===== config.mk =====
export PLATFORM = sky130hd
export DESIGN_NAME = ps2_receiver
export DESIGN_NICKNAME = d
export VERILOG_FILES = /design/src/common/ps2_pkg.sv /design/src/ps2/ps2_receiver.sv
export SDC_FILE = /design/constraint.sdc
export NUM_CORES = 1
export LEC_CHECK = 0
export BUFFER_PORTS_ARGS = -buffer_cell sky130_fd_sc_hd__buf_2
export CAP_MARGIN = 0
export CORE_MARGIN = 1
export CORE_UTILIZATION = 36
export CTS_CLUSTER_SIZE = 40
export DETAILED_ROUTE_END_ITERATION = 8
export PLACE_DENSITY = 0.64
export SYNTH_ARGS = -nofsm -noshare
export SYNTH_HDL_FRONTEND = slang
export SYNTH_SLANG_ARGS = --single-unit

===== constraint.sdc =====
create_clock -name clk -period 1.8 [get_ports clk]
set_input_delay 0.18 -clock clk [delete_from_list [all_inputs] [get_ports clk]]
set_output_delay 0.18 -clock clk [all_outputs]
set_load 0.03 [all_outputs]

===== src/common/ps2_pkg.sv =====
// ----------------------------------------
// PS/2 line protocol definitions for the mouse host
// frame layout, packet layout and the command byte it sends
// ----------------------------------------
package ps2_pkg;

  // one byte on the line is start, eight data bits, odd parity and stop
  localparam int frame_bits = 11;

  // a mouse report is three frames sent back to back
  localparam int packet_bits = 3 * frame_bits;

  // eleven command clocks (ack included) plus the eleven bits of the FA answer
  localparam int response_bits = 22;

  // command byte that switches the mouse to streaming mode
  localparam logic [7:0] cmd_stream_enable = 8'hF4;

  // the line sends the start bit first, so it sits in the lowest bit
  typedef struct packed {
    logic       stop;
    logic       parity;
    logic [7:0] data;
    logic       start;
  } frame_t;

  // field view of one report, flags frame lowest since it arrives first
  typedef struct packed {
    logic       y_stop;
    logic       y_parity;
    logic [7:0] y_data;
    logic       y_start;
    logic       x_stop;
    logic       x_parity;
    logic [7:0] x_data;
    logic       x_start;
    logic       f_stop;
    logic       f_parity;
    logic       y_overflow;
    logic       x_overflow;
    logic       y_sign;
    logic       x_sign;
    logic       always_one;
    logic       middle;
    logic       right;
    logic       left;
    logic       f_start;
  } report_t;

  // the same 33 bits seen as line frames or as report fields
  typedef union packed {
    frame_t [2:0] frames;
    report_t      report;
  } packet_u;

endpackage


===== src/ps2/ps2_receiver.sv =====
// ----------------------------------------
// shifts in mouse bits on falling clock edges and checks whole packets
// a watchdog clears the bit count once the line has gone quiet
// ----------------------------------------
`timescale 1ns/100ps

module ps2_receiver #(
  parameter int watchdog_value = 26000,
  parameter int watchdog_bits  = 15
) (
  input  logic             clk,
  input  logic             reset,
  input  logic             ps2_data,
  input  logic             clk_rise,
  input  logic             clk_fall,
  output logic [5:0]       bit_count,
  output logic             watchdog_done,
  output ps2_pkg::packet_u packet,
  output logic             packet_good
);

  localparam int num_frames = ps2_pkg::packet_bits / ps2_pkg::frame_bits;

  logic [ps2_pkg::packet_bits-1:0] shift_q;
  logic [watchdog_bits-1:0]        watchdog_count;

  // ----------------------------------------
  // bit counter and shift register
  // ----------------------------------------

  // the watchdog clear repairs any count left wrong by a lost or extra edge
  always_ff @(posedge clk)
  begin
    if (reset)
      bit_count <= '0;
    else if (clk_fall)
      bit_count <= bit_count + 6'd1;
    else if (watchdog_done)
      bit_count <= '0;
  end

  // the mouse holds data steady while the clock is low
  // so sampling in the pulse three cycles after the fall is safe
  // LSB first, so each new bit enters at the top and moves down
  always_ff @(posedge clk)
  begin
    if (clk_fall)
      shift_q <= {ps2_data, shift_q[ps2_pkg::packet_bits-1:1]};
  end

  assign packet = shift_q;

  // ----------------------------------------
  // watchdog
  // ----------------------------------------

  // counts from the last edge of either kind and parks at the limit
  always_ff @(posedge clk)
  begin
    if (reset || clk_rise || clk_fall)
      watchdog_count <= '0;
    else if (!watchdog_done)
      watchdog_count <= watchdog_count + 1'b1;
  end

  // stays high from expiry until the next edge restarts the count
  assign watchdog_done = (watchdog_count == watchdog_bits'(watchdog_value - 1));

  // ----------------------------------------
  // packet check
  // ----------------------------------------

  // every frame needs start low, stop high and an odd count of ones over data and parity
  always_comb
  begin
    packet_good = 1'b1;
    for (int i = 0; i < num_frames; i++)
    begin
      if (packet.frames[i].start || !packet.frames[i].stop ||
          (packet.frames[i].parity == ^packet.frames[i].data))
        packet_good = 1'b0;
    end
  end

endmodule


=== Word-level counts from Yosys, hierarchy flattened ===
Cells that the tools add are included.

* Add/subtract/negate cells: 2
* Equal/unequal tests: 4
* Mux-type cells: 5
* Reductions and logical operators: 15

{| class="wikitable"
|+ Operators with widths
! operator !! count
|-
| 8-bit parity || 3
|-
| 15-bit by 1-bit adder with 15-bit output, second input constant || 1
|-
| 15-bit == test, second input constant || 1
|-
| 6-bit two-way mux || 2
|-
| 1-bit logical OR || 8
|-
| 6-bit by 1-bit adder with 6-bit output, second input constant || 1
|-
| 1-bit == test || 3
|-
| 1-bit zero test || 3
|-
| 1-bit two-way mux || 3
|-
| 2-bit nonzero test || 1
|}

* Flip-flop bits (word level): 54
* Bits of input ports: 5

=== Logic depth before layout (Yosys ltp) ===
* Depth after elaboration: 6
* Gate-level depth with buffers: 6
* Gate-level depth less buffers: 5

=== Worst setup path after synthesis ===
OpenSTA, ideal clock, no wires.

* Path type: flip-flop to output port
* Start point: register shift_q, in the netlist packet[25]
* End point: output port packet_good
* Arrival: 2265 ps
* Required time: 1620 ps
* Setup slack: -645 ps
* Cell stages (with the launch flop): 5
* Buffers on the path: 0
* Path through: edfxtp_1 -> xnor2_1 -> xnor3_1 -> xnor2_1 -> nor4_1

* Longest elaborated chain between the ends: 4

{| class="wikitable"
|+ RTL lines
! item !! line !! RTL
|-
| start, declared || ps2_receiver.sv:24 || <nowiki>logic [ps2_pkg::packet_bits-1:0] shift_q;</nowiki>
|-
| start signal, assigned || ps2_receiver.sv:48 || <nowiki>shift_q <= {ps2_data, shift_q[ps2_pkg::packet_bits-1:1]};</nowiki>
|-
| 8-bit parity || ps2_receiver.sv:80 || <nowiki>(packet.frames[i].parity == ^packet.frames[i].data))</nowiki>
|-
| 1-bit == test || ps2_receiver.sv:80 ||
|-
| 1-bit logical OR || ps2_receiver.sv:79 || <nowiki>if (packet.frames[i].start || !packet.frames[i].stop ||</nowiki>
|-
| 1-bit two-way mux || ps2_receiver.sv:79 ||
|-
| end, declared || ps2_receiver.sv:19 || <nowiki>output logic packet_good</nowiki>
|}

No other way between the ends.

=== Worst setup path in the final report ===
Ends and elaborated chain as after synthesis.

==> out/summary.txt <==
Pint: 2.05 mW
cts bufs inserted: 5
DRT iter0 DRCs: 97
yosys warns: 0
Layout Area Growth over Synthesis: 26.3%
crit path capture type: output pin
H-tree levels: 2
overall power: 2.68 mW
min-delay src: ps2_data
Worst R2R Path Depth: 6
startpoint types: flip-flop
Worst Path Required: 1.62 ns
initial antenna violation count: 0
final slew viol count: 0
Post-Route Skew: 0.00754 ns
Syn Nets: 175
library cells used by synthesis: 35
CTS sink cnt: 54
Cell Rows: 28
largest net degree at the start of global routing: 26
setup ws final: -0.352 ns
Fmax: 465 MHz
HP Class: primary input to flip-flop
Worst-Margin Slew: 0.522 ns
PwrDens: 951 nW/um^2
Reg-to-Reg End: bit_count[4]
chip height: 80.7 microns
period utilization: 1.20
first-pass GRT wire length: 6.64 mm
routed via count: 1,527
Hold Crit Depth: 1
Post-Syn Area: 2230 sq um
# hold bufs at CTS: 0
flops & latches, synth: 54
Worst EP arrival: 1.97 ns
sw frac: 0.234
Initial Util: 0.375
GR Util All Layers: 0.136
Slew headroom: 0.652
Bufs on Longest Clock Path: 2
post-layout util: 0.474
failing checks: setup timing
Via density: 4.94
Mapped Cells: 168
CTS clk-pin slew, worst paths: 0.09 ns
endpoints failing setup: 1
MaxCap Viol Count: 0
GRT overflow: 0
CTS root buf: clkbuf_8
Worst Hold End: packet[32]
CTS tree: done
worst r2r src: watchdog_count[0]
final-stage net count: 240
RSZ-0062 raised after global routing: yes
Hold Vio Cnt, Final: 0
Clock Power Share: 0.350
final WL: 4.25 mm
clk_lat worst skew: 0.30 ns
Syn Area/Cell: 13.3 sq um
# port buffers: 45
io pins: 46
post-synthesis sequential area ratio: 0.632
combinational share of power: 0.127
Setup Crit Path Kind: flip-flop to output pin
Antenna diodes: 0
Net Sw Power: 0.627 mW
drt pass-1 iters: 4
Chip Width: 80.7 microns
DRC violations left: 0
Sequential Power Share: 0.524
vias in the first global route: 1,341
Final Critical Period: 2.15 ns
layout cell share with drive strength beyond 1: 0.333
status: finished, violations left
core area: 5960 sq um
crit path max fanout: 2
WL/cell: 13.8 microns
LEAKAGE: 1.07 nW
antenna-violating nets left: 0
Die ar.: 6520 sq um
r2r setup slk: 0.13 ns
hpwl dp: 2.89 mm
Worst VDD drop: 0.000472 V
routability congestion estimate from global placement: 0.753
## per-layer routing
metal  track usage  vias to the layer above  share of wire
met5             0                        -              0
met4        0.0482                        0          0.012
met3        0.0371                        7          0.053
met2         0.195                       32           0.43
met1         0.195                      742           0.50
li1              -                      746              -
## state kept, by name (all words and copies together), names as in the netlist
name / flops
packet: 33
watchdog_count: 15
bit_count: 6
## layout by cell type (no fill, tap or decap), types with 2 or more instances in the layout
master,synthesis,final
a21oi_1,7,7
buf_2,1,43
or3_1,5,5
nor2_1,10,10
edfxtp_1,33,33
xnor2_1,19,18
dfxtp_2,0,2
nand2_1,6,6
and2_1,2,2
nor2b_1,2,2
clkbuf_8,0,5
a311oi_1,2,2
bufinv_16,0,2
xnor3_1,3,3
nand4_1,5,5
and3_2,2,2
dfxtp_1,21,19
buf_4,0,19
o21ai_0,6,6
a41oi_1,3,3
nand3_1,6,6
nand3b_1,2,2
mux2i_1,2,2
xor2_1,9,9
nor3_1,4,4
inv_1,2,2
## cell type report
cell class | count | area, sq um
inverter | 2 | 7.51
clock buffer | 5 | 68.8
sequential | 54 | 1410
multi-input combinational | 108 | 815
timing repair buffer | 62 | 358
fill | 533 | 3140
clock inverter | 3 | 63.8
tap | 75 | 93.8
## synth_stat cells, drive strengths merged
cell	count	share of area
xor2	9	0.035
nand3	6	0.013
xnor2	19	0.075
clkbuf	2	0.0034
a311oi	2	0.0078
and4b	1	0.0045
nand4b	1	0.0039
a41oi	3	0.012
o21ai	6	0.013
nand2b	1	0.0028
and2	2	0.0056
ha	2	0.011
and4bb	1	0.0056
inv	2	0.0034
mux2i	2	0.0090
or3	5	0.014
xnor3	3	0.030
nor4	2	0.0056
nand3b	2	0.0067
or2	1	0.0028
dfxtp	21	0.19
and4	3	0.013
nand2	6	0.010
nor3	4	0.0090
nor2b	2	0.0056
edfxtp	33	0.44
buf	2	0.0073
nand4	5	0.014
nor2	10	0.017
or3b	1	0.0039
and3	2	0.0067
a21oi	7	0.016
## timing repair
action | in CTS | in global routing
endpoints found under the setup margin | 2 | 2
pin swaps | 0 | 1
setup buffers | 2 | 3
gates resized for setup | 5 | 1
## worst max-delay path, stage by stage, from the launching register on
cell	delay, ns
edfxtp_1	0.40
xnor2_1	0.18
xnor3_1	0.44
xnor2_1	0.19
nor4_4	0.27
buf_4	0.20
## cell families (layout without fill, tap and decap cells)
family,count (synthesis),count (layout),share of synthesized area
DFF,54,54,0.632
buffers and inverters,6,72,0.0140
AOI/OAI and AO/OA,18,18,0.0488
adders and majority gates,2,2,0.0112
xor gates and xnor gates,31,31,0.140
and+or+nand+nor,55,55,0.145
muxes,2,2,0.00897
## power by group through the flow
stage          clock network [mW]  registers [mW]  logic [mW]
5_1_grt                      1.01            1.41       0.364
3_3_place_gp                    0            1.43       0.328
2_1_floorplan                   0            1.52       0.140
6_report                    0.938            1.40       0.340
3_5_place_dp                    0            1.43       0.335
4_1_cts                     0.963            1.41       0.342
## through the flow
| stage | hold WS (ns) | cell area, sq um | TNS [ns] | cells | setup slack, ns |
|---|---|---|---|---|---|
| after CTS | 0.0414 | 2800 | -0.344 | 306 | -0.344 |
| after detailed placement | 0.359 | 2630 | -0.0313 | 296 | -0.0313 |
| after global routing | 0.0350 | 2820 | -0.414 | 309 | -0.414 |
| final | 0.0507 | 2820 | -0.352 | 309 | -0.352 |
| after floorplan | 0.249 | 2250 | -0.168 | 168 | -0.168 |
| after global placement | 0.356 | 2630 | -0.00498 | 296 | -0.00498 |
## how the worst max path moves through the flow
stage	from	end	slack, ns	depth (start not counted)
detailed placement	packet[28]	packet_good	-0.03	5
finish	packet[25]	packet_good	-0.35	5
global placement	packet[25]	packet_good	-0.005	5
global route	packet[19]	packet_good	-0.41	5
floorplan	packet[25]	packet_good	-0.17	4
CTS	packet[25]	packet_good	-0.34	5
Note: power is estimated with default switching activity, not from simulation.
