`config.mk`:
```
export PLATFORM = sky130hd
export DESIGN_NAME = mouse_tracker
export DESIGN_NICKNAME = d
export VERILOG_FILES = /design/src/common/ps2_pkg.sv /design/src/common/mouse_pkg.sv /design/src/logic/mouse_tracker.sv
export SDC_FILE = /design/constraint.sdc
export NUM_CORES = 1
export LEC_CHECK = 0
export ABC_AREA = 1
export BUFFER_PORTS_ARGS = -buffer_cell sky130_fd_sc_hd__clkbuf_2
export CAP_MARGIN = 0
export CELL_PAD_IN_SITES_DETAIL_PLACEMENT = 1
export CELL_PAD_IN_SITES_GLOBAL_PLACEMENT = 1
export CORE_ASPECT_RATIO = 0.6
export CORE_MARGIN = 4
export CORE_UTILIZATION = 33
export CTS_BUF_LIST = sky130_fd_sc_hd__clkbuf_4 sky130_fd_sc_hd__clkbuf_8
export DETAILED_ROUTE_END_ITERATION = 10
export PLACE_DENSITY = 0.7
export SYNTH_ARGS = -nofsm -noshare
export SYNTH_HDL_FRONTEND = slang
export SYNTH_SLANG_ARGS = --single-unit
```
`constraint.sdc`:
```
create_clock -name clk -period 3.9 [get_ports clk]
set_input_delay 0.78 -clock clk [delete_from_list [all_inputs] [get_ports clk]]
set_output_delay 0.78 -clock clk [all_outputs]
set_load 0.01 [all_outputs]
```
`src/common/ps2_pkg.sv`:
```
// ----------------------------------------
// PS/2 line protocol definitions for the mouse host
// frame layout, packet layout and the command byte it sends
// ----------------------------------------
package ps2_pkg;

  // one byte on the line is start, eight data bits, odd parity and stop
  localparam int frame_bits = 11;

  // a mouse report is three frames sent back to back
  localparam int packet_bits = 3 * frame_bits;

  // eleven command clocks (ack included) plus the eleven bits of the FA answer
  localparam int response_bits = 22;

  // command byte that switches the mouse to streaming mode
  localparam logic [7:0] cmd_stream_enable = 8'hF4;

  // the line sends the start bit first, so it sits in the lowest bit
  typedef struct packed {
    logic       stop;
    logic       parity;
    logic [7:0] data;
    logic       start;
  } frame_t;

  // field view of one report, flags frame lowest since it arrives first
  typedef struct packed {
    logic       y_stop;
    logic       y_parity;
    logic [7:0] y_data;
    logic       y_start;
    logic       x_stop;
    logic       x_parity;
    logic [7:0] x_data;
    logic       x_start;
    logic       f_stop;
    logic       f_parity;
    logic       y_overflow;
    logic       x_overflow;
    logic       y_sign;
    logic       x_sign;
    logic       always_one;
    logic       middle;
    logic       right;
    logic       left;
    logic       f_start;
  } report_t;

  // the same 33 bits seen as line frames or as report fields
  typedef union packed {
    frame_t [2:0] frames;
    report_t      report;
  } packet_u;

endpackage

```
`src/common/mouse_pkg.sv`:
```
// ----------------------------------------
// cursor types and the start position of the absolute pointer
// ----------------------------------------
package mouse_pkg;

  // absolute cursor coordinate, wide enough for common video modes
  typedef logic [11:0] coord_t;

  // one report increment as sign flag above the eight data bits
  typedef logic signed [8:0] incr_t;

  // the cursor starts near the middle of a 1024 by 768 screen
  localparam coord_t reset_x = 12'd500;
  localparam coord_t reset_y = 12'd340;

endpackage

```
`src/logic/mouse_tracker.sv`:
```
// ----------------------------------------
// holds the last good report and moves the absolute cursor
// Y runs downward as on a video screen
// ----------------------------------------
`timescale 1ns/100ps

module mouse_tracker #(
  parameter int max_x = 1023,
  parameter int max_y = 767
) (
  input  logic              clk,
  input  logic              reset,
  input  logic              packet_strobe,
  input  ps2_pkg::packet_u  packet,
  output mouse_pkg::coord_t mx,
  output mouse_pkg::coord_t my,
  output mouse_pkg::incr_t  dx,
  output mouse_pkg::incr_t  dy,
  output logic              btn_left,
  output logic              btn_right,
  output logic              mouse_valid
);

  localparam mouse_pkg::coord_t limit_x = mouse_pkg::coord_t'(max_x);
  localparam mouse_pkg::coord_t limit_y = mouse_pkg::coord_t'(max_y);

  logic [8:0] mag_x;
  logic [8:0] mag_y;

  // size of a move, a negative zero byte means 256
  function automatic logic [8:0] magnitude(input logic sign, input logic [7:0] data);
    return sign ? ({1'b0, ~data} + 9'd1) : {1'b0, data};
  endfunction

  // one step of the cursor, clamped to zero below and the limit above
  function automatic mouse_pkg::coord_t step(input mouse_pkg::coord_t pos,
                                             input logic [8:0]        mag,
                                             input logic              up,
                                             input mouse_pkg::coord_t limit);
    logic [12:0] sum;
    sum = {1'b0, pos} + {4'd0, mag};
    if (up)
      return (sum > {1'b0, limit}) ? limit : sum[11:0];
    return (pos > {3'd0, mag}) ? (pos - {3'd0, mag}) : '0;
  endfunction

  assign mag_x = magnitude(packet.report.x_sign, packet.report.x_data);
  assign mag_y = magnitude(packet.report.y_sign, packet.report.y_data);

  // the packet is only valid during the strobe, so everything is taken then
  always_ff @(posedge clk)
  begin
    if (reset)
    begin
      mx          <= mouse_pkg::reset_x;
      my          <= mouse_pkg::reset_y;
      dx          <= '0;
      dy          <= '0;
      btn_left    <= 1'b0;
      btn_right   <= 1'b0;
      mouse_valid <= 1'b0;
    end
    else
    begin
      mouse_valid <= packet_strobe;
      if (packet_strobe)
      begin
        dx        <= {packet.report.x_sign, packet.report.x_data};
        dy        <= {packet.report.y_sign, packet.report.y_data};
        btn_left  <= packet.report.left;
        btn_right <= packet.report.right;
        mx        <= step(mx, mag_x, !packet.report.x_sign, limit_x);
        // mouse up is positive Y but moves the cursor toward row zero
        my        <= step(my, mag_y, packet.report.y_sign, limit_y);
      end
    end
  end

endmodule

```
Word-level counts from Yosys, hierarchy flattened
Cells that the tools add are included.

Flip-flop bits (word level): 45. Latch bits: 0. RAM bits: 0. Memory bits (read-only): 0. Bits of input ports: 36. Output and inout bits: 45. Word-level logic and storage cells: 35. Memories kept: 0.

Add/subtract/negate cells: 6. Multiply operators: 0. Div/mod/pow operators: 0. Order comparisons: 4. Equal/unequal tests: 0. Shifts and indexed selects: 0. Muxes and demuxes: 16. Bitwise logic cells: 2. Reductions and logical operators: 0.

Operator list (number): 2-to-1 mux 12 bit (8); adder 12 x 9 -> 13 bit (2); > comparator 13 x 10 -> 1 bit, second input constant (2); > comparator 12 x 9 -> 1 bit (2); subtractor 12 x 9 -> 12 bit (2); adder 8 x 1 -> 9 bit, second input constant (2); 2-to-1 mux 9 bit (2); inverter 8 bit (2); 2-to-1 mux 1 bit (6).

Logic depth before layout (Yosys ltp)
Gate-level depths: netlist (run 1).

Depth after elaboration: 8. Mapped depth: 26. Mapped depth without buffers: 25.

Worst setup path after synthesis (run 1)
Ideal clock, no wire load.

Path type: input to register. From: input port packet[13] in the netlist's numbering. To: register mx[3]. Library setup time: 0.113 ns. Arrival: 3.005 ns. Data required time: 3.787 ns. Setup slack: 0.782 ns. Stages on the path: 24. Path buffers: 0. Cells stage by stage: inv_1 > ha_1 > inv_1 > nor2_1 > inv_1 > nor2_1 > inv_1 > nor3_1 > inv_1 > nor4_1 > inv_1 > ha_1 > inv_2 > nand2_1 > nor2_2 > nand3_1 > nand3_1 > nand2_1 > nand2_1 > nand3_2 > nand2_4 > nand2_2 > o21ai_1 > inv_1.

Cells in the longest elaborated chain, start to end: 8. Elaborated cells between the ends (all ways): 11. Classes of those cells: add/sub (3); order compare (2); mux (5); bitwise (1).

Ends and longest elaborated chain: start, declared (line mouse_tracker.sv:14) `input ps2_pkg::packet_u packet,`; inverter 8 bit (line mouse_tracker.sv:32) `return sign ? ({1'b0, ~data} + 9'd1) : {1'b0, data};`; adder 8 x 1 -> 9 bit (line mouse_tracker.sv:32); 2-to-1 mux 9 bit * (line mouse_tracker.sv:32); adder 12 x 9 -> 13 bit (line mouse_tracker.sv:41) `sum = {1'b0, pos} + {4'd0, mag};`; > comparator 13 x 10 -> 1 bit (line mouse_tracker.sv:43) `return (sum > {1'b0, limit}) ? limit : sum[11:0];`; 2-to-1 mux 12 bit (line mouse_tracker.sv:43); 2-to-1 mux 12 bit (line mouse_tracker.sv:42) `if (up)`; 2-to-1 mux 12 bit * (line mouse_tracker.sv:44) `return (pos > {3'd0, mag}) ? (pos - {3'd0, mag}) : '0;`; end signal, assigned (line mouse_tracker.sv:55) `mx <= mouse_pkg::reset_x;`; end signal, assigned (line mouse_tracker.sv:72) `mx <= step(mx, mag_x, !packet.report.x_sign, limit_x);`; end, declared (line mouse_tracker.sv:15) `output mouse_pkg::coord_t mx,`.

Every way passes the cells marked *; elsewhere a longest branch is shown, timed or not. The select of a mux whose other input is x is not followed. A chain may end at the register's enable or synchronous reset.

Worst setup path after layout (run 1)
From: input port packet[12] in the netlist's numbering. To: register mx[3].

The elaborated chain is that of the path after synthesis.

==> results.toml, run 1 <==
[sta]
skew_ns = 0.008806
worst_slack_ns = 0.3805
fin_setup_tns_ns = 0
slew_viol_final = 0
final-hold-violation-count = 0
rsz0062_at_grt = "false"
maxSlewHeadroom_pct = 67.25
finalCritPeriodShare_pct = 90.24
max_freq_mhz = 284.1
post-route-min-period_ns = 3.519
setup_viol = 0
worstMarginPinSlew_ns = 0.4862

[placed_design]
placed_area_mm2 = 0.004897
routabilityCongestion = 0.9038
pre_cts_slack_ns = 0.02552
dp_hpwl_um = 13030
io_buffers = 67

[layout]
drive_gt1_share_pct = 16.76
fin_area_mm2 = 0.005016
fillers = 1766
area_growth_syn_to_layout_pct = 13.18
final_nets = 829
diodes = 0

[logic_synthesis]
synth_top_family_by_area = "simple AND/OR/NAND/NOR gates"
ys_types = 46
seq_area_frac_synth_pct = 20.33
synth_top_area_cell = "dfxtp_1"
ys_top_cells_by_area = "dfxtp_1 20%, nand2_1 15%, ha_1 12%"
synth_top_flop_cell = "dfxtp_1"
ys_ff_latch = 45
syn_area_per_cell_um2 = 6.479
synth_edf_count = 0
synthSimpleGateAreaFrac_pct = 33.17
netlist_area_mm2 = 0.004432
syn_nets = 768
synth_top_area_share_pct = 20.33
muxShareOfSynthArea_pct = 0
synth-compound-area-share_pct = 13.75
synth_adder_area_share_pct = 14.23
yosysWarnings = 0
synthArstFlopShare_pct = 0
netlist_instances = 684
synthXorXnorAreaFrac_pct = 6.522

[clock_network]
clk_path_buf_depth = 2
cts_buffers = 5
cts_tree = "built"
cts_root_buffer = "clkbuf_8"
htreeDepth = 2
post_cts_buffers = 0
clk_pin_slew_ns = 0.11
clock-sinks = 45
cts_resized = 0
clkLatencyLatePin_ns = 0.32
hold_buffers = 0

[critical_path]
cp.arrival_ns = 3.75
crit_type = "primary input to flip-flop"
cp_max_fo = 9
reg2reg_from = "my[0]$_SDFFE_PP0P_"
path_depth = 26
cp_top_family = "simple AND/OR/NAND/NOR gates"
r2r_cells = 14
cp_common_cell = "inv_1"
cpPeakStageDelay_ns = 0.38
cp_slowest_cell = "ha_1"
rrSetupSlack_ns = 1.37
start_kind = "primary input"
cp-end-kind = "flip-flop"
worst-path-buf-inv = 10
rr_endpoint = "my[6]$_SDFFE_PP1P_"
crit_required_ns = 4.13

[run]
maxCapViolCount = 0

[drt]
routedWlPerCell_um = 17.22
drt_iter0_markers = 273
routed_via_density = 5.095
routed_wl_um = 15770
vias = 4667
dr.pass1.iters = 5
route.detailed.drc = 0
ant_nets = 0

[power]
power.density_mw_per_mm2 = 427.2
p_int_w = 0.001107
p_comb_share_pct = 54.1
power_frac_clock_pct = 18.8
peakVddDrop_v = 0.0001548
swShare_pct = 48.33
seqPwrFrac_pct = 27.1
power_switching_w = 0.001036
leakagePower_nw = 2.641

[global_route]
grt_max_degree = 25
first_global_vias = 4766
grt_pass1_wl_um = 25650
overflow = 0
antenna_found_initial = 0
grt_use_total_pct = 20.92

[floorplan]
die-area_mm2 = 0.01541
core-area_mm2 = 0.01297
die_h_um = 97.77
rows = 32
start_util_pct = 34.16
die_w_um = 157.6
ios = 81

[hold_path]
holdCritPathClass = "flip-flop to flip-flop"
hold_path_startpoint = "dy[8]$_SDFFE_PP0P_"
holdPathStages = 2
hold_end = "dy[8]$_SDFFE_PP0P_"

[outcome]
status = "completed"
tightest hold or removal path, delay by kind of cell (launching register included):
family	cells	cell delay (ns)
and+or+nand+nor	1	0.06
AOI/OAI and AO/OA	1	0.05
DFF	1	0.33
cell families after synthesis:
family,Yosys count
AND/OR/NAND/NOR,321
buffers and inverters,127
adder cells (fa/ha/maj),48
AO/OA/AOI/OAI,110
XOR/XNOR,33
flip-flops,45
cells in the mapped netlist, types with 2 or more instances:
library cell,instances
nand2_4,3
o21bai_1,6
nor4_1,2
nor3_4,2
a31oi_1,2
inv_1,95
a22oi_1,2
nor3_1,7
buf_1,2
nand2_2,8
nor2_4,2
buf_6,4
nand3_1,39
buf_4,5
nand2_1,173
nand3b_1,2
nand4_1,16
nor2_1,53
xor2_1,30
o22ai_1,2
nand3_2,6
o21ai_2,2
buf_2,3
nor2_2,2
o21ai_0,38
ha_1,44
a22o_1,2
o21ai_1,6
xnor2_1,3
a21oi_1,43
clkbuf_1,4
inv_2,13
fa_1,4
or2_2,3
dfxtp_1,45
sequential cells by signal (all words and copies together) (netlist names):
name,cells
btn_left,1
btn_right,1
dx,9
dy,9
mouse_valid,1
mx,12
my,12
routing by layer:
metal | global-route usage, % | vias up | share of wire (%)
li1 | - | 2305 | -
met1 | 33.40 | 2234 | 53
met2 | 28.53 | 118 | 39
met3 | 4.960 | 10 | 7.2
met4 | 3.040 | 0 | 0.62
met5 | 0 | - | 0
layout by cell type, fill, tap and decap left out, types with 3 or more instances in the layout:
cell type,n
o21bai_1,6
nand2_4,3
nand3_2,6
clkbuf_2,67
dfxtp_1,45
clkbuf_8,5
inv_1,95
o21ai_1,6
xor2_1,30
xnor2_1,3
inv_2,13
nand2_1,173
o21ai_0,38
or2_2,3
nand4_1,16
buf_4,5
ha_1,44
fa_1,4
nand3_1,39
nand2_2,8
a21oi_1,43
nor3_1,7
nor2_1,53
final cells by class:
type	instances	area (um^2)	share of cell area (%)
repair buffers	72	372.9	7.433
clock buffers	5	68.82	1.372
inverters	109	411.6	8.207
multi-input cells	512	2999	59.79
flip-flops and latches	45	900.9	17.96
clock inverters	3	50.05	0.9978
well taps	170	212.7	4.240
power by group through the flow:
stage / Combinational, W / Clock (W) / Sequential [W]
detailed placement: 0.00114 / 0 / 0.000592
global placement: 0.00111 / 0 / 0.000588
CTS: 0.00115 / 0.000414 / 0.000581
finish: 0.00116 / 0.000403 / 0.000581
floorplan: 0.000815 / 0 / 0.000590
global route: 0.00130 / 0.000435 / 0.000591
how the worst max path moves through the flow:
| stage | to | slack [ns] | startpoint |
|---|---|---|---|
| final | mx[3]$_SDFFE_PP0P_ | 0.38 | packet[12] |
| after global routing | mx[3]$_SDFFE_PP0P_ | 0.1 | packet[12] |
| after CTS | mx[3]$_SDFFE_PP0P_ | 0.38 | packet[12] |
| after detailed placement | mx[3]$_SDFFE_PP0P_ | 0.03 | packet[12] |
| after global placement | mx[3]$_SDFFE_PP0P_ | 0.14 | packet[12] |
| after floorplan | mx[3]$_SDFFE_PP0P_ | 0.78 | packet[13] |
per-stage QoR:
stage | hold slack [ns] | power, W | cells | util (%)
2_1_floorplan | 0.4835 | 0.001405 | 684 | -
3_5_place_dp | 0.4557 | 0.001733 | 908 | 37.75
4_1_cts | 0.4847 | 0.002143 | 916 | 38.67
3_3_place_gp | 0.4452 | 0.001698 | 908 | 37.75
6_report | 0.4764 | 0.002143 | 916 | 38.67
5_1_grt | 0.5032 | 0.002322 | 916 | 38.67
Note: power is estimated with default switching activity, not from simulation.
==> run 2: changes to the inputs <==
Settings changed: CORE_UTILIZATION 33 to 40, PLACE_DENSITY 0.7 to 0.83.
==> results.toml, run 2 (synthesis results as in run 1) <==
[critical_path]
cpPeakStageDelay_ns = 0.47
crit_type = "primary input to flip-flop"
cp_slowest_cell = "ha_1"
cp_max_fo = 9
start_kind = "primary input"
crit_required_ns = 4.11
cp_common_cell = "nand2_1"
cp.arrival_ns = 3.77
worst-path-buf-inv = 3
cp-end-kind = "flip-flop"
cp_top_family = "simple AND/OR/NAND/NOR gates"
worstPathCellList = "clkbuf_2 > inv_1 > nand3_1 > o21ai_0 > o21ai_0 > xor2_1 > ha_1 > inv_2 > o21ai_2 > a21oi_1 > nand2_1 > nand2_1 > nand2_2 > nor2_4 > nand4_1 > nand2_1 > nand2_1"

[clock_network]
hold_buffers = 0
cts_resized = 0
clk_path_buf_depth = 2
clock-sinks = 45
clk_pin_slew_ns = 0.10
htreeDepth = 2
clkLatencyLatePin_ns = 0.32
cts_root_buffer = "clkbuf_8"
post_cts_buffers = 0
cts_tree = "built"
cts_buffers = 5

[sta]
rsz0062_at_grt = "false"
slew_viol_final = 0
setup_viol = 0
fin_setup_tns_ns = 0
final-hold-violation-count = 0
worstMarginPinSlew_ns = 0.5532
finalCritPeriodShare_pct = 91.47
max_freq_mhz = 280.3
maxSlewHeadroom_pct = 62.99
post-route-min-period_ns = 3.567
skew_ns = 0.01555

[placed_design]
routabilityCongestion = 0.9309
io_buffers = 67
dp_hpwl_um = 12940
dp_cells = 880

[global_route]
overflow = 0
antenna_found_initial = 0
grt_pass1_wl_um = 25390
first_global_vias = 4783
grt_use_total_pct = 25.34
grt_max_degree = 25

[power]
leakagePower_nw = 2.647
p_total_w = 0.002097
peakVddDrop_v = 0.0001709
power.density_mw_per_mm2 = 421.0

[layout]
fillers = 1479
layout_commonest_cell = "nand2_1"
reg.largest.list = "mx (12), my (12)"
drive_gt1_share_pct = 17.09
area_growth_syn_to_layout_pct = 12.39
final_cell_mix = "173 x nand2_1, 95 x inv_1, 67 x clkbuf_2"
final_nets = 832
instances_no_fill = 888
diodes = 0

[hold_path]
holdCritPathClass = "flip-flop to flip-flop"

[floorplan]
die-area_mm2 = 0.01288
die_w_um = 143.9
ios = 81
core-area_mm2 = 0.01070
die_h_um = 89.54
start_util_pct = 41.40
rows = 29

[run]
maxCapViolCount = 0

[drt]
vias = 4820
drt_iter0_markers = 375
routed_via_density = 5.428
dr.pass1.iters = 5
routed_wl_um = 15960
route.detailed.drc = 0
ant_nets = 0
routedWlPerCell_um = 17.98

[outcome]
status = "completed"
-- run 2: path summary, 6_finish.rpt --
check,slack (ns),from,depth (start not counted),to
min,0.47,dy[3]$_SDFFE_PP0P_,2,dy[3]$_SDFFE_PP0P_
max,0.33,packet[23],17,my[6]$_SDFFE_PP1P_
max reg2reg,1.29,my[0]$_SDFFE_PP0P_,14,my[6]$_SDFFE_PP1P_
min reg2reg,0.47,dy[3]$_SDFFE_PP0P_,2,dy[3]$_SDFFE_PP0P_
-- run 2: worst min-delay path, cell delays in order (launching register included) --
cell and delay, ns:
dfxtp_1 0.34, nand2_1 0.05, o21ai_0 0.05
-- run 2: metrics by stage --
step,setup WS (ns),instance area (um^2),hold slack [ns],utilization (%)
floorplan,0.7817,4432,0.4835,-
global placement,0.2771,4881,0.4399,45.60
detailed placement,0.1191,4881,0.4520,45.60
CTS,0.4139,4981,0.4806,46.53
global route,0.04120,4981,0.5022,46.53
finish,0.3326,4981,0.4715,46.53
-- run 2: cell type report --
class	instances	area (um^2)	share of cell area (%)
multi-input combinational	512	2999	60.21
clock buffer	6	82.58	1.658
sequential	45	900.9	18.09
clock inverter	2	17.52	0.3517
inverter	109	411.6	8.264
timing repair buffer	75	395.4	7.938
tap	139	173.9	3.492
-- run 2: per-layer routing --
| layer | routed length, um | track usage [%] |
|---|---|---|
| met5 | 0 | 0 |
| met4 | 187 | 5.299 |
| met3 | 1380 | 5.024 |
| met2 | 6560 | 37.68 |
| met1 | 7834 | 37.75 |
-- run 2: report_power, final --
part	internal (W)	switching, W	leakage [nW]	total (W)
clock network	0.000148	0.000188	0.0518	0.000336
registers	0.000511	0.0000707	0.372	0.000582
logic	0.000405	0.000775	2.22	0.00118
total	0.00106	0.00103	2.65	0.00210
