`src/ps2/ps2_clk_tracker.sv`:
```
// ----------------------------------------
// follows the mouse clock line and turns each settled edge into a pulse
// the rest of the host works from these pulses only
// ----------------------------------------
`timescale 1ns/100ps

module ps2_clk_tracker #(
  parameter int debounce_value = 246,
  parameter int debounce_bits  = 8
) (
  input  logic clk,
  input  logic reset,
  input  logic ps2_clk,
  output logic clean_clk,
  output logic clk_rise,
  output logic clk_fall
);

  // edge machine encoding
  localparam logic [2:0] st_clk_h      = 3'd0;
  localparam logic [2:0] st_fall_edge  = 3'd1;
  localparam logic [2:0] st_fall_wait  = 3'd3;
  localparam logic [2:0] st_clk_l      = 3'd2;
  localparam logic [2:0] st_rise_edge  = 3'd6;
  localparam logic [2:0] st_rise_wait  = 3'd4;

  logic                     sync_q1;
  logic                     sync_q2;
  logic [2:0]               state;
  logic [2:0]               next_state;
  logic [debounce_bits-1:0] debounce_count;
  logic                     debounce_done;

  // two flops against metastability, the idle line is high
  always_ff @(posedge clk)
  begin
    if (reset)
    begin
      sync_q1 <= 1'b1;
      sync_q2 <= 1'b1;
    end
    else
    begin
      sync_q1 <= ps2_clk;
      sync_q2 <= sync_q1;
    end
  end

  // restarts on every pulse and stops once the settle time is reached
  always_ff @(posedge clk)
  begin
    if (reset || clk_rise || clk_fall)
      debounce_count <= '0;
    else if (!debounce_done)
      debounce_count <= debounce_count + 1'b1;
  end

  assign debounce_done = (debounce_count == debounce_bits'(debounce_value - 1));

  always_ff @(posedge clk)
  begin
    if (reset)
      state <= st_clk_h;
    else
      state <= next_state;
  end

  // a line change reaches sync_q2 after two cycles and the edge state after three
  always_comb
  begin
    next_state = state;
    case (state)
      st_clk_h:
        if (!sync_q2)
          next_state = st_fall_edge;
      st_fall_edge:
        next_state = st_fall_wait;
      // bounces on the line are ignored until the timer runs out
      st_fall_wait:
        if (debounce_done)
          next_state = st_clk_l;
      st_clk_l:
        if (sync_q2)
          next_state = st_rise_edge;
      st_rise_edge:
        next_state = st_rise_wait;
      st_rise_wait:
        if (debounce_done)
          next_state = st_clk_h;
      default:
        next_state = st_clk_h;
    endcase
  end

  // each edge state lasts exactly one cycle, so the pulses do too
  assign clk_fall  = (state == st_fall_edge);
  assign clk_rise  = (state == st_rise_edge);
  assign clean_clk = (state == st_clk_h) || (state == st_rise_edge) ||
                     (state == st_rise_wait);

endmodule

```
`config.mk`:
```
export PLATFORM = sky130hd
export DESIGN_NAME = ps2_clk_tracker
export DESIGN_NICKNAME = d
export VERILOG_FILES = /design/src/ps2/ps2_clk_tracker.sv
export SDC_FILE = /design/constraint.sdc
export NUM_CORES = 1
export LEC_CHECK = 0
export ABC_AREA = 1
export BUFFER_PORTS_ARGS = -buffer_cell sky130_fd_sc_hd__buf_2
export CAP_MARGIN = 10
export CORE_UTILIZATION = 25
export CTS_CLUSTER_SIZE = 24
export DETAILED_ROUTE_END_ITERATION = 8
export GPL_ROUTABILITY_DRIVEN = 0
export RECOVER_POWER = 25
export SLEW_MARGIN = 20
export SYNTH_ARGS = -nofsm -noshare
export SYNTH_HDL_FRONTEND = slang
export SYNTH_SLANG_ARGS = --single-unit
```
`constraint.sdc`:
```
create_clock -name clk -period 0.93 [get_ports clk]
set_input_delay 0.186 -clock clk [delete_from_list [all_inputs] [get_ports clk]]
set_output_delay 0.186 -clock clk [all_outputs]
set_load 0.02 [all_outputs]
```
**Word-level counts from Yosys, hierarchy flattened**

Index checks and enable logic that the tools add are counted.
W data, S select, Z words.

- $add $sub $neg: 1
- Multiply operators: 0
- Div/mod/pow operators: 0
- $lt $le $gt $ge: 0
- Equal/unequal tests: 10
- Shift operators: 0
- Multiplexer cells: 5
- Bitwise gates (word level): 0
- Reduce and logical (&&, ||, !) cells: 6

Operators by type and width:

| kind | number |
|---|---|
| $pmux W3 S6 | 1 |
| $mux W3 | 4 |
| $add A8 B1 Y8 const B | 1 |
| $eq A8 B8 Y1 const B | 1 |
| $ne A2 B2 Y1 const B | 4 |
| $eq A3 B2 Y1 const B | 2 |
| $eq A3 B3 Y1 const B | 2 |
| $logic_or A1 B1 Y1 | 4 |
| $reduce_and A4 Y1 | 1 |
| $eq A3 B1 Y1 const B | 1 |
| $logic_not A3 Y1 | 1 |

- Register bits: 13
- Bits in latches: 0
- RAM bits: 0
- Memory bits (read-only): 0
- Bits of input ports: 3
- Output and inout bits: 3
- Memories kept: 0

**Logic depth before layout (Yosys ltp)**

Gate-level depths: netlist (run 1).

- Depth in word-level cells: 3
- Depth in mapped cells: 8

**Least setup slack after synthesis (run 1)**

OpenSTA, ideal clock, no wires.

- Kind: register -> register
- From: register debounce_count[1]
- To: register debounce_count[1]
- Arrival time: 904 ps
- Slack: -87 ps
- Cell stages (with the launch flop): 9
- Path buffers: 0
- Cell sequence: dfxtp_1 > inv_1 > ha_1 > nand2_2 > nor2_4 > nand2_4 > nand2_1 > nand2_1 > nor2_1

- Longest elaborated chain between the ends: 1
- Elaborated cells on any way between the ends: 2
- Classes of those cells: add/sub (1); eq/ne (1)

RTL lines:

| element | line | RTL |
|---|---|---|
| start, declared | 31 | `logic [debounce_bits-1:0] debounce_count;` |
| start signal, assigned | 55 | `debounce_count <= debounce_count + 1'b1;` |
| $add A8 B1 Y8 or $eq A8 B8 Y1 (tied branches) | 55, 58 |  |

Several ways; a longest one is shown, not always the timed one.
A chain may end at the register's enable or synchronous reset.

**Worst setup path in the final report (run 1)**

- From: register state[2]
- To: output port clean_clk

- Longest elaborated chain between the ends: 3
- Elaborated cells on any way between the ends: 5
- Classes of those cells: eq/ne (2); reduce/logical (3)

RTL lines:

| element | line | RTL |
|---|---|---|
| start, declared | 29 | `logic [2:0] state;` |
| start signal, assigned | 63 | `state <= st_clk_h;` |
| start signal, assigned | 65 | `state <= next_state;` |
| $eq A3 B3 Y1 or $logic_not A3 Y1 (tied branches) | 98 | `assign clean_clk = (state == st_clk_h) \|\| (state == st_rise_edge) \|\|` |
| $logic_or A1 B1 Y1 | 98 |  |
| $logic_or A1 B1 Y1 * | 98 |  |
| end, declared | 14 | `output logic clean_clk,` |

Every way passes the cells marked *; elsewhere a longest branch is shown, timed or not.

==> results.sh, run 1 <==
export IMPL_powerDensity_nw_per_um2=1253
export IMPL_num_vias=621
export IMPL_worst_slew_pin_slew_ns=0.3020
export IMPL_endpoint_kind="primary output"
export IMPL_die_y_um=53.07
export IMPL_antenna_found_initial=0
export IMPL_drive_above_1_share=0.6273
export IMPL_place_area_um2=788.3
export IMPL_dr_pass1_iters=3
export IMPL_drt_total_wl_um=1483
export IMPL_final_cell_mix="nand2_1, buf_6, buf_4"
export IMPL_rsz0062_at_grt="true"
export IMPL_yosysTopAreaCell="dfxtp_1"
export IMPL_hpwl_um=959.9
export IMPL_initial_core_util=0.2631
export IMPL_core_area_um2=2477
export IMPL_grt_usage=0.1163
export IMPL_worstPathArrival_ns=0.95
export IMPL_overflow=0
export IMPL_worstSkewPairLatency_ns=0.27
export IMPL_fin_area_um2=1041
export IMPL_drc=0
export IMPL_setup_tns_ns=-1.788
export IMPL_cap_violations=0
export IMPL_ys_seq_area_frac=0.3992
export IMPL_worstSetupPathType="register to primary output"
export IMPL_layout_cells_most_common="nand2_1"
export IMPL_htreeDepth=1
export IMPL_hold_class="input pin to register"
export IMPL_syn_to_final_growth_pct=59.69
export IMPL_synth_net_count=91
export IMPL_post_route_util=0.4202
export IMPL_skew_ns=0.007416
export IMPL_synth_cells=86
export IMPL_cts_clk_slew_worst_paths_ns=0.08
export IMPL_fin_nets=116
export IMPL_grt_pass1_wl_um=2415
export IMPL_yosysTopAreaCellShare=0.3992
export IMPL_slew_viol_final=0
export IMPL_start_kind="register"
export IMPL_p_total_mw=1.304
export IMPL_required_ns=0.74
export IMPL_fin_crit_sh=1.220
export IMPL_final_hold_viol_count=0
export IMPL_pin_count=6
export IMPL_setup_ws_ns=-0.2049
export IMPL_ys_types=21
export IMPL_synth_area_um2=651.9
export IMPL_clkSinkCount=13
export IMPL_violations="setup timing"
export IMPL_clock_path_buffers=2
export IMPL_syn_area_per_cell_um2=7.580
export IMPL_rows=18
export IMPL_root_buffer="clkbuf_4"
export IMPL_grt_max_degree=9
export IMPL_cts_tree="built"
export IMPL_fp_dieArea_um2=2816
export IMPL_ir_drop_uv=1115
export IMPL_setup_viol=13
export IMPL_fin_hold_ws_ns=0.09893
export IMPL_p_leak_nw=0.4219
export IMPL_r2r_slack_ns=-0.18
export IMPL_detail_route_antenna_nets=0
export IMPL_grt_pass1_vias=585
export IMPL_vias_per_cell=4.436
export IMPL_min_period_ns=1.135
export IMPL_worst_path_max_fanout=4
export IMPL_dieWidth_um=53.07
export IMPL_netlist_top_cells_area="dfxtp_1, nand2_1, a21oi_1"
export IMPL_fmax_ghz=0.8812
export IMPL_ys_warn_count=0
export IMPL_cts_hold_buf=0
export IMPL_max_slew_margin=0.7987
export IMPL_cts_buffers_inserted=3
export IMPL_drtIter0Drc=5
export IMPL_port_buffers=5
export IMPL_ys_ff_latch=13
export IMPL_insertedDiodeCount=0
export IMPL_wl_per_cell_um=10.59
export IMPL_outcome="finished with violations"
-- routing by layer --
layer  share of wire  GRT usage  wire length (µm)
met1            0.41     0.1265               613
met4               0    0.01316                 0
met5               0          0                 0
met2            0.57     0.2363               843
met3           0.018    0.01724                26
-- critical path, cell delays in order (launching register included) --
cell	delay, ns
dfxtp_4	0.38
inv_4	0.05
a21oi_2	0.11
buf_4	0.15
-- flip-flops by register name, indices dropped and copies added (netlist names) --
signal,count
state,3
sync_q1,1
sync_q2,1
debounce_count,8
-- final timing paths --
kind | depth (start not counted) | end | start
hold / removal | 2 | sync_q1 | ps2_clk
setup / recovery | 3 | clean_clk | state[2]
hold reg to reg | 1 | sync_q2 | sync_q1
setup reg to reg | 7 | state[2] | debounce_count[1]
-- cells in the mapped netlist --
master	number
o211ai_1	2
nand3_2	2
o21ai_0	2
nor2_4	1
a211oi_1	1
nand3b_1	2
nor2_2	2
nor3_1	2
inv_2	4
nand2_1	17
dfxtp_1	13
xnor2_1	1
a21oi_1	8
nand3_1	4
inv_1	10
nand2_4	1
or2_2	2
ha_1	2
nand2_2	2
nor2_1	7
nand3_4	1
-- kinds of logic (layout without fill, tap and decap cells) --
family / after synthesis / count (layout) / share of synthesized area
DFF: 13 / 13 / 0.3992
and+or+nand+nor: 43 / 43 / 0.3570
adders and majority gates: 2 / 2 / 0.03838
buffers and inverters: 14 / 38 / 0.08061
xor gates and xnor gates: 1 / 1 / 0.01344
AOI/OAI and AO/OA: 13 / 13 / 0.1113
-- timing repair --
action,4_1_cts,5_1_grt
pin swaps,13,10
gates resized for setup,46,10
setup buffers,5,4
endpoints found under the hold margin,0,0
endpoints found under the setup margin,14,14
-- power by group --
group / internal, mW / switching [mW] / leakage (nW) / total [mW]
Clock: 0.166 / 0.189 / 0.0150 / 0.355
Combinational: 0.171 / 0.139 / 0.296 / 0.310
Sequential: 0.587 / 0.0526 / 0.111 / 0.640
Total: 0.924 / 0.380 / 0.422 / 1.30
-- per-stage QoR --
stage	setup WS (ns)	instances
floorplan	-0.05145	86
global placement	-0.07755	128
detailed placement	-0.1095	128
CTS	-0.2198	137
global route	-0.2569	140
finish	-0.2049	140
-- cell type report --
cell class,instances,area [µm²]
Clock buffer,4,26.28
Tap cell,30,37.54
Inverter,14,60.06
Fill cell,257,1436
Timing Repair Buffer,20,181.4
Sequential cell,13,282.8
Multi-Input combinational cell,59,452.9
No activity file was read; power rests on OpenSTA's default activity.
==> inputs of run 2 (changes only) <==
--- a/config.mk
+++ b/config.mk
@@ -8,10 +8,11 @@
 export ABC_AREA = 1
 export BUFFER_PORTS_ARGS = -buffer_cell sky130_fd_sc_hd__buf_2
 export CAP_MARGIN = 10
-export CORE_UTILIZATION = 25
+export CORE_UTILIZATION = 49
 export CTS_CLUSTER_SIZE = 24
 export DETAILED_ROUTE_END_ITERATION = 8
 export GPL_ROUTABILITY_DRIVEN = 0
+export PLACE_DENSITY = 0.7
 export RECOVER_POWER = 25
 export SLEW_MARGIN = 20
 export SYNTH_ARGS = -nofsm -noshare
==> results.sh, run 2 (synthesis results as in run 1) <==
export IMPL_grt_usage=0.2500
export IMPL_hold_class="input pin to register"
export IMPL_worstSkewPairLatency_ns=0.28
export IMPL_crit_top_cell="buf_6"
export IMPL_fin_crit_sh=1.307
export IMPL_violations="setup timing"
export IMPL_p_leak_nw=0.3833
export IMPL_hpwl_um=904
export IMPL_layout_cells_most_common="nand2_1"
export IMPL_clock_path_buffers=2
export IMPL_required_ns=0.74
export IMPL_worstPathCellList="buf_6 > a21oi_4 > buf_6"
export IMPL_ir_drop_uv=1240
export IMPL_fin_nets=110
export IMPL_switching_share=0.3029
export IMPL_htreeDepth=1
export IMPL_slowest_stage="dfxtp_4"
export IMPL_largest_register_ffs=8
export IMPL_r2r_slack_ns=-0.15
export IMPL_cap_violations=0
export IMPL_rows=12
export IMPL_top_register="debounce_count"
export IMPL_endpoint_kind="primary output"
export IMPL_syn_to_final_growth_pct=45.11
export IMPL_outcome="finished with violations"
export IMPL_fp_dieArea_um2=1480
export IMPL_num_vias=614
export IMPL_drtIter0Drc=5
export IMPL_pwr_share_seq=0.494
export IMPL_worstSetupPathType="register to primary output"
export IMPL_setup_tns_ns=-1.695
export IMPL_dp_slack_ns=-0.1069
export IMPL_skew_ns=0.006581
export IMPL_pin_count=6
export IMPL_detail_route_antenna_nets=0
export IMPL_core_area_um2=1171
export IMPL_p_total_mw=1.291
export IMPL_intPower_uw=899.8
export IMPL_slew_viol_final=0
export IMPL_worst_path_max_fanout=4
export IMPL_p_switching_uw=390.9
export IMPL_combPwrFrac=0.222
export IMPL_final_cell_mix="nand2_1, buf_6"
export IMPL_initial_core_util=0.5566
export IMPL_cts_clk_slew_worst_paths_ns=0.09
export IMPL_max_stage_delay_ns=0.38
export IMPL_fmax_ghz=0.8230
export IMPL_powerDensity_nw_per_um2=1364
export IMPL_root_buffer="clkbuf_4"
export IMPL_top_regs="debounce_count x8, state x3"
export IMPL_dr_pass1_iters=3
export IMPL_worstPathArrival_ns=1.03
export IMPL_cts_tree="built"
export IMPL_worst_slew_pin_slew_ns=0.3188
export IMPL_grt_pass1_wl_um=2415
export IMPL_port_buffers=5
export IMPL_drive_above_1_share=0.5481
export IMPL_start_kind="register"
export IMPL_insertedDiodeCount=0
export IMPL_overflow=0
export IMPL_vias_per_cell=5.203
export IMPL_clkPwrFrac=0.284
export IMPL_final_hold_viol_count=0
export IMPL_drc=0
export IMPL_min_period_ns=1.215
export IMPL_rsz0062_at_grt="true"
export IMPL_dieWidth_um=38.48
export IMPL_antenna_found_initial=0
export IMPL_cts_buffers_inserted=3
export IMPL_n_fill_cell=68
export IMPL_setup_ws_ns=-0.2851
export IMPL_grt_pass1_vias=562
export IMPL_max_slew_margin=0.7875
export IMPL_wl_per_cell_um=13.69
export IMPL_clkSinkCount=13
export IMPL_setup_viol=14
export IMPL_post_route_util=0.8077
export IMPL_drt_total_wl_um=1616
export IMPL_grt_max_degree=9
export IMPL_die_y_um=38.48
-- run 2: cell types whose count changed in the layout (fill, tap and decap cells not counted), sizes merged --
cell and delta:
buf -6
-- run 2: per-stage QoR --
stage	cells	cell area [µm²]	hold WS, ns
6_report	118	945.9	0.1057
5_1_grt	118	945.9	0.1016
4_1_cts	116	897.1	0.09513
3_5_place_dp	111	760.7	0.3827
3_3_place_gp	111	760.7	0.3705
2_1_floorplan	86	673.1	0.2551
-- run 2: layer usage --
layer / vias up / share of wire / GRT usage
li1: 314 / - / -
met1: 283 / 0.39 / 0.2500
met2: 10 / 0.55 / 0.4746
met3: 7 / 0.024 / 0.05233
met4: 0 / 0.028 / 0.1293
met5: - / 0 / 0
-- run 2: final timing paths --
kind	start	end	depth (start not counted)
max	state[1]	clean_clk	3
min reg2reg	sync_q1	sync_q2	1
max reg2reg	debounce_count[1]	debounce_count[1]	8
min	ps2_clk	sync_q1	2
-- run 2: area by class of cell --
type,count,area (µm²),area share
Tap cell,14,17.52,0.01852
Multi-Input combinational cell,59,432.9,0.4577
Inverter,14,62.56,0.06614
Timing Repair Buffer,14,125.1,0.1323
Clock buffer,4,26.28,0.02778
Sequential cell,13,281.5,0.2976
-- run 2: power groups by stage --
stage               sequential [mW]  clock [mW]  combinational (mW)
finish                        0.638       0.367               0.286
floorplan                     0.633           0               0.112
global route                  0.643       0.391               0.303
detailed placement            0.633           0               0.188
global placement              0.632           0               0.183
CTS                           0.634       0.361               0.250
-- run 2: what timing repair did --
action,in CTS,in global routing
endpoints found under the hold margin,0,0
resized for setup,34,12
cloned,0,0
pin swaps,11,3
setup endpoints to repair,14,14
hold buffers,0,0
setup buffers,1,2
-- run 2: critical path, delay by kind of cell, from the launching register on --
| family | cells | cell delay (ns) |
|---|---|---|
| buffers and inverters | 2 | 0.26 |
| DFF | 1 | 0.38 |
| AOI/OAI and AO/OA | 1 | 0.12 |
==> inputs of run 3 (changes only) <==
--- a/config.mk
+++ b/config.mk
@@ -5,14 +5,14 @@
 export SDC_FILE = /design/constraint.sdc
 export NUM_CORES = 1
 export LEC_CHECK = 0
-export ABC_AREA = 1
 export BUFFER_PORTS_ARGS = -buffer_cell sky130_fd_sc_hd__buf_2
 export CAP_MARGIN = 10
-export CORE_UTILIZATION = 49
+export CORE_AREA = 2 2 39 41
 export CTS_CLUSTER_SIZE = 24
 export DETAILED_ROUTE_END_ITERATION = 8
+export DIE_AREA = 0 0 41 43
 export GPL_ROUTABILITY_DRIVEN = 0
-export PLACE_DENSITY = 0.7
+export PLACE_DENSITY = 0.67
 export RECOVER_POWER = 25
 export SLEW_MARGIN = 20
 export SYNTH_ARGS = -nofsm -noshare
==> results.sh, run 3 <==
export IMPL_outcome="finished with violations"
export IMPL_violations="setup timing"
export IMPL_synthFlopType="dfxtp_1"
export IMPL_drc=0
export IMPL_synth_area_um2=610.6
export IMPL_endpoint_kind="register"
export IMPL_overflow=0
export IMPL_async_flop_share=0
export IMPL_rows=14
export IMPL_met2_usage=0.3469
export IMPL_synth_cells=64
export IMPL_dr_pass1_iters=4
export IMPL_min_period_ns=1.261
export IMPL_reg2reg_to="debounce_count[3]"
export IMPL_yosysTopAreaCellShare=0.4262
export IMPL_insertedDiodeCount=0
export IMPL_slew_viol_final=0
export IMPL_worst_r2r_cell_count=3
export IMPL_powerDensity_nw_per_um2=1314
export IMPL_grt_pass1_vias=571
export IMPL_rsz0062_at_grt="true"
export IMPL_grt_max_degree=9
export IMPL_r2r_start="state[2]"
export IMPL_synth_edf_count=0
export IMPL_skew_ns=0.002159
export IMPL_synth_net_count=69
export IMPL_grt_usage=0.1978
export IMPL_ys_seq_area_frac=0.4262
export IMPL_initial_core_util=0.4412
export IMPL_layout_cells_most_common="buf_4"
export IMPL_setup_viol=13
export IMPL_largest_register_ffs=8
export IMPL_hold_class="input pin to register"
export IMPL_syn_area_per_cell_um2=9.540
export IMPL_slowest_stage="or3_4"
export IMPL_fp_dieArea_um2=1763
export IMPL_cp_startpoint="state[2]"
export IMPL_vias_per_cell=5.346
export IMPL_fin_area_um2=899.6
export IMPL_setup_tns_ns=-3.536
export IMPL_wl_per_cell_um=13.21
export IMPL_top_usage_layer="met2"
export IMPL_holdPathEnd="sync_q1"
export IMPL_p_leak_nw=0.3642
export IMPL_syn_to_final_growth_pct=47.34
export IMPL_final_cell_mix="buf_4, dfxtp_1, a21oi_1"
export IMPL_top_register="debounce_count"
export IMPL_grt_pass1_wl_um=2346
export IMPL_netlist_top_cells_area="dfxtp_1, a21oi_1, ha_1"
export IMPL_pin_count=6
export IMPL_ys_warn_count=0
export IMPL_drtIter0Drc=3
export IMPL_clock_path_buffers=2
export IMPL_worstPathArrival_ns=1.45
export IMPL_setup_ws_ns=-0.3313
export IMPL_synthTopCellsByCount="dfxtp_1, a21oi_1, nand3_1, nor2_1, or3_1"
export IMPL_htreeDepth=1
export IMPL_post_route_util=0.6501
export IMPL_worstSetupPathType="register to register"
export IMPL_fin_hold_ws_ns=0.09784
export IMPL_clkSinkCount=13
export IMPL_cts_tree="built"
export IMPL_worst_path_max_fanout=8
export IMPL_fin_crit_sh=1.356
export IMPL_root_buffer="clkbuf_4"
export IMPL_hpwl_um=986.6
export IMPL_ir_drop_uv=1129
export IMPL_num_vias=572
export IMPL_synth_most_common_cell="dfxtp_1"
export IMPL_fin_nets=97
export IMPL_fmax_ghz=0.7929
export IMPL_r2r_slack_ns=-0.33
export IMPL_dieWidth_um=41
export IMPL_worstPathCellList="and3b_2 > or3_4 > nor3_4"
export IMPL_drt_total_wl_um=1413
export IMPL_ys_types=26
export IMPL_min_path_cells=2
export IMPL_cts_hold_buf=0
export IMPL_worst_slew_pin_slew_ns=0.3018
export IMPL_final_hold_viol_count=0
export IMPL_worstSkewPairLatency_ns=0.27
export IMPL_detail_route_antenna_nets=0
export IMPL_die_y_um=43
export IMPL_place_area_um2=785.8
export IMPL_cts_clk_slew_worst_paths_ns=0.08
export IMPL_use_met3=0.04188
export IMPL_antenna_found_initial=0
export IMPL_yosysTopAreaCell="dfxtp_1"
export IMPL_start_kind="register"
export IMPL_required_ns=1.12
export IMPL_hp_start="ps2_clk"
export IMPL_p_total_mw=1.182
export IMPL_cts_buffers_inserted=3
export IMPL_grt_util_met1=0.2027
export IMPL_top_regs="debounce_count x8, state x3"
export IMPL_max_slew_margin=0.7970
export IMPL_ys_ff_latch=13
export IMPL_core_area_um2=1384
export IMPL_cap_violations=0
export IMPL_drive_above_1_share=0.5824
export IMPL_port_buffers=5
export IMPL_max_stage_delay_ns=0.40
[run 3: cell count changes after synthesis, sizes merged, moves of 3 or more]
| cell | before | now |
|---|---|---|
| nand2 | 20 | 3 |
| inv | 14 | 2 |
| nor2 | 10 | 4 |
| or3 | 0 | 5 |
| buf | 0 | 3 |
| nand3 | 7 | 4 |
[run 3: cells by family (layout without fill, tap and decap cells)]
| logic type | after synthesis | count (layout) | synth area share |
|---|---|---|---|
| AND/OR/NAND/NOR | 28 | 28 | 0.2992 |
| AO/OA/AOI/OAI | 13 | 13 | 0.1332 |
| flip-flops | 13 | 13 | 0.4262 |
| buffers and inverters | 5 | 32 | 0.05737 |
| XOR/XNOR | 3 | 3 | 0.04304 |
| adder cells (fa/ha/maj) | 2 | 2 | 0.04098 |
[run 3: power by group]
group          switching (mW)  internal, mW  leakage [nW]
registers              0.0320         0.586         0.109
clock network           0.175         0.166        0.0150
logic                  0.0984         0.125         0.240
total                   0.306         0.877         0.364
[run 3: how the worst max path moves through the flow]
stage	endpoint	slack (ns)	depth (start not counted)
floorplan	debounce_count[0]	-0.40	5
global placement	debounce_count[6]	-0.39	3
detailed placement	debounce_count[1]	-0.41	5
CTS	clean_clk	-0.31	4
global route	debounce_count[3]	-0.37	3
finish	debounce_count[3]	-0.33	3
[run 3: worst max-delay path: cells and delay by family (launching register included)]
family | cells | cell delay (ns)
and+or+nand+nor | 3 | 0.82
DFF | 1 | 0.37
[run 3: repair_timing]
item | CTS | global route
setup buffers | 2 | 0
gates resized for setup | 18 | 5
setup endpoints to repair | 13 | 14
pin swaps | 4 | 1
[run 3: area by class of cell]
type | count | area (µm²)
multi-input combinational | 46 | 385.4
fill | 109 | 484.2
clock buffer | 4 | 26.28
tap | 16 | 20.02
sequential | 13 | 272.8
inverter | 2 | 7.507
timing repair buffer | 26 | 187.7
[run 3: metrics by stage]
stage	std cells	setup WS [ns]
after detailed placement	101	-0.4150
after global placement	101	-0.3880
after floorplan	64	-0.3957
final	107	-0.3313
after global routing	107	-0.3686
after CTS	107	-0.3083
[run 3: per-layer routing]
metal,up-vias,routed length (µm),share of wire
li1,284,-,-
met1,272,551,0.39
met4,0,31,0.022
met5,-,0,0
met3,4,35,0.025
met2,12,795,0.56
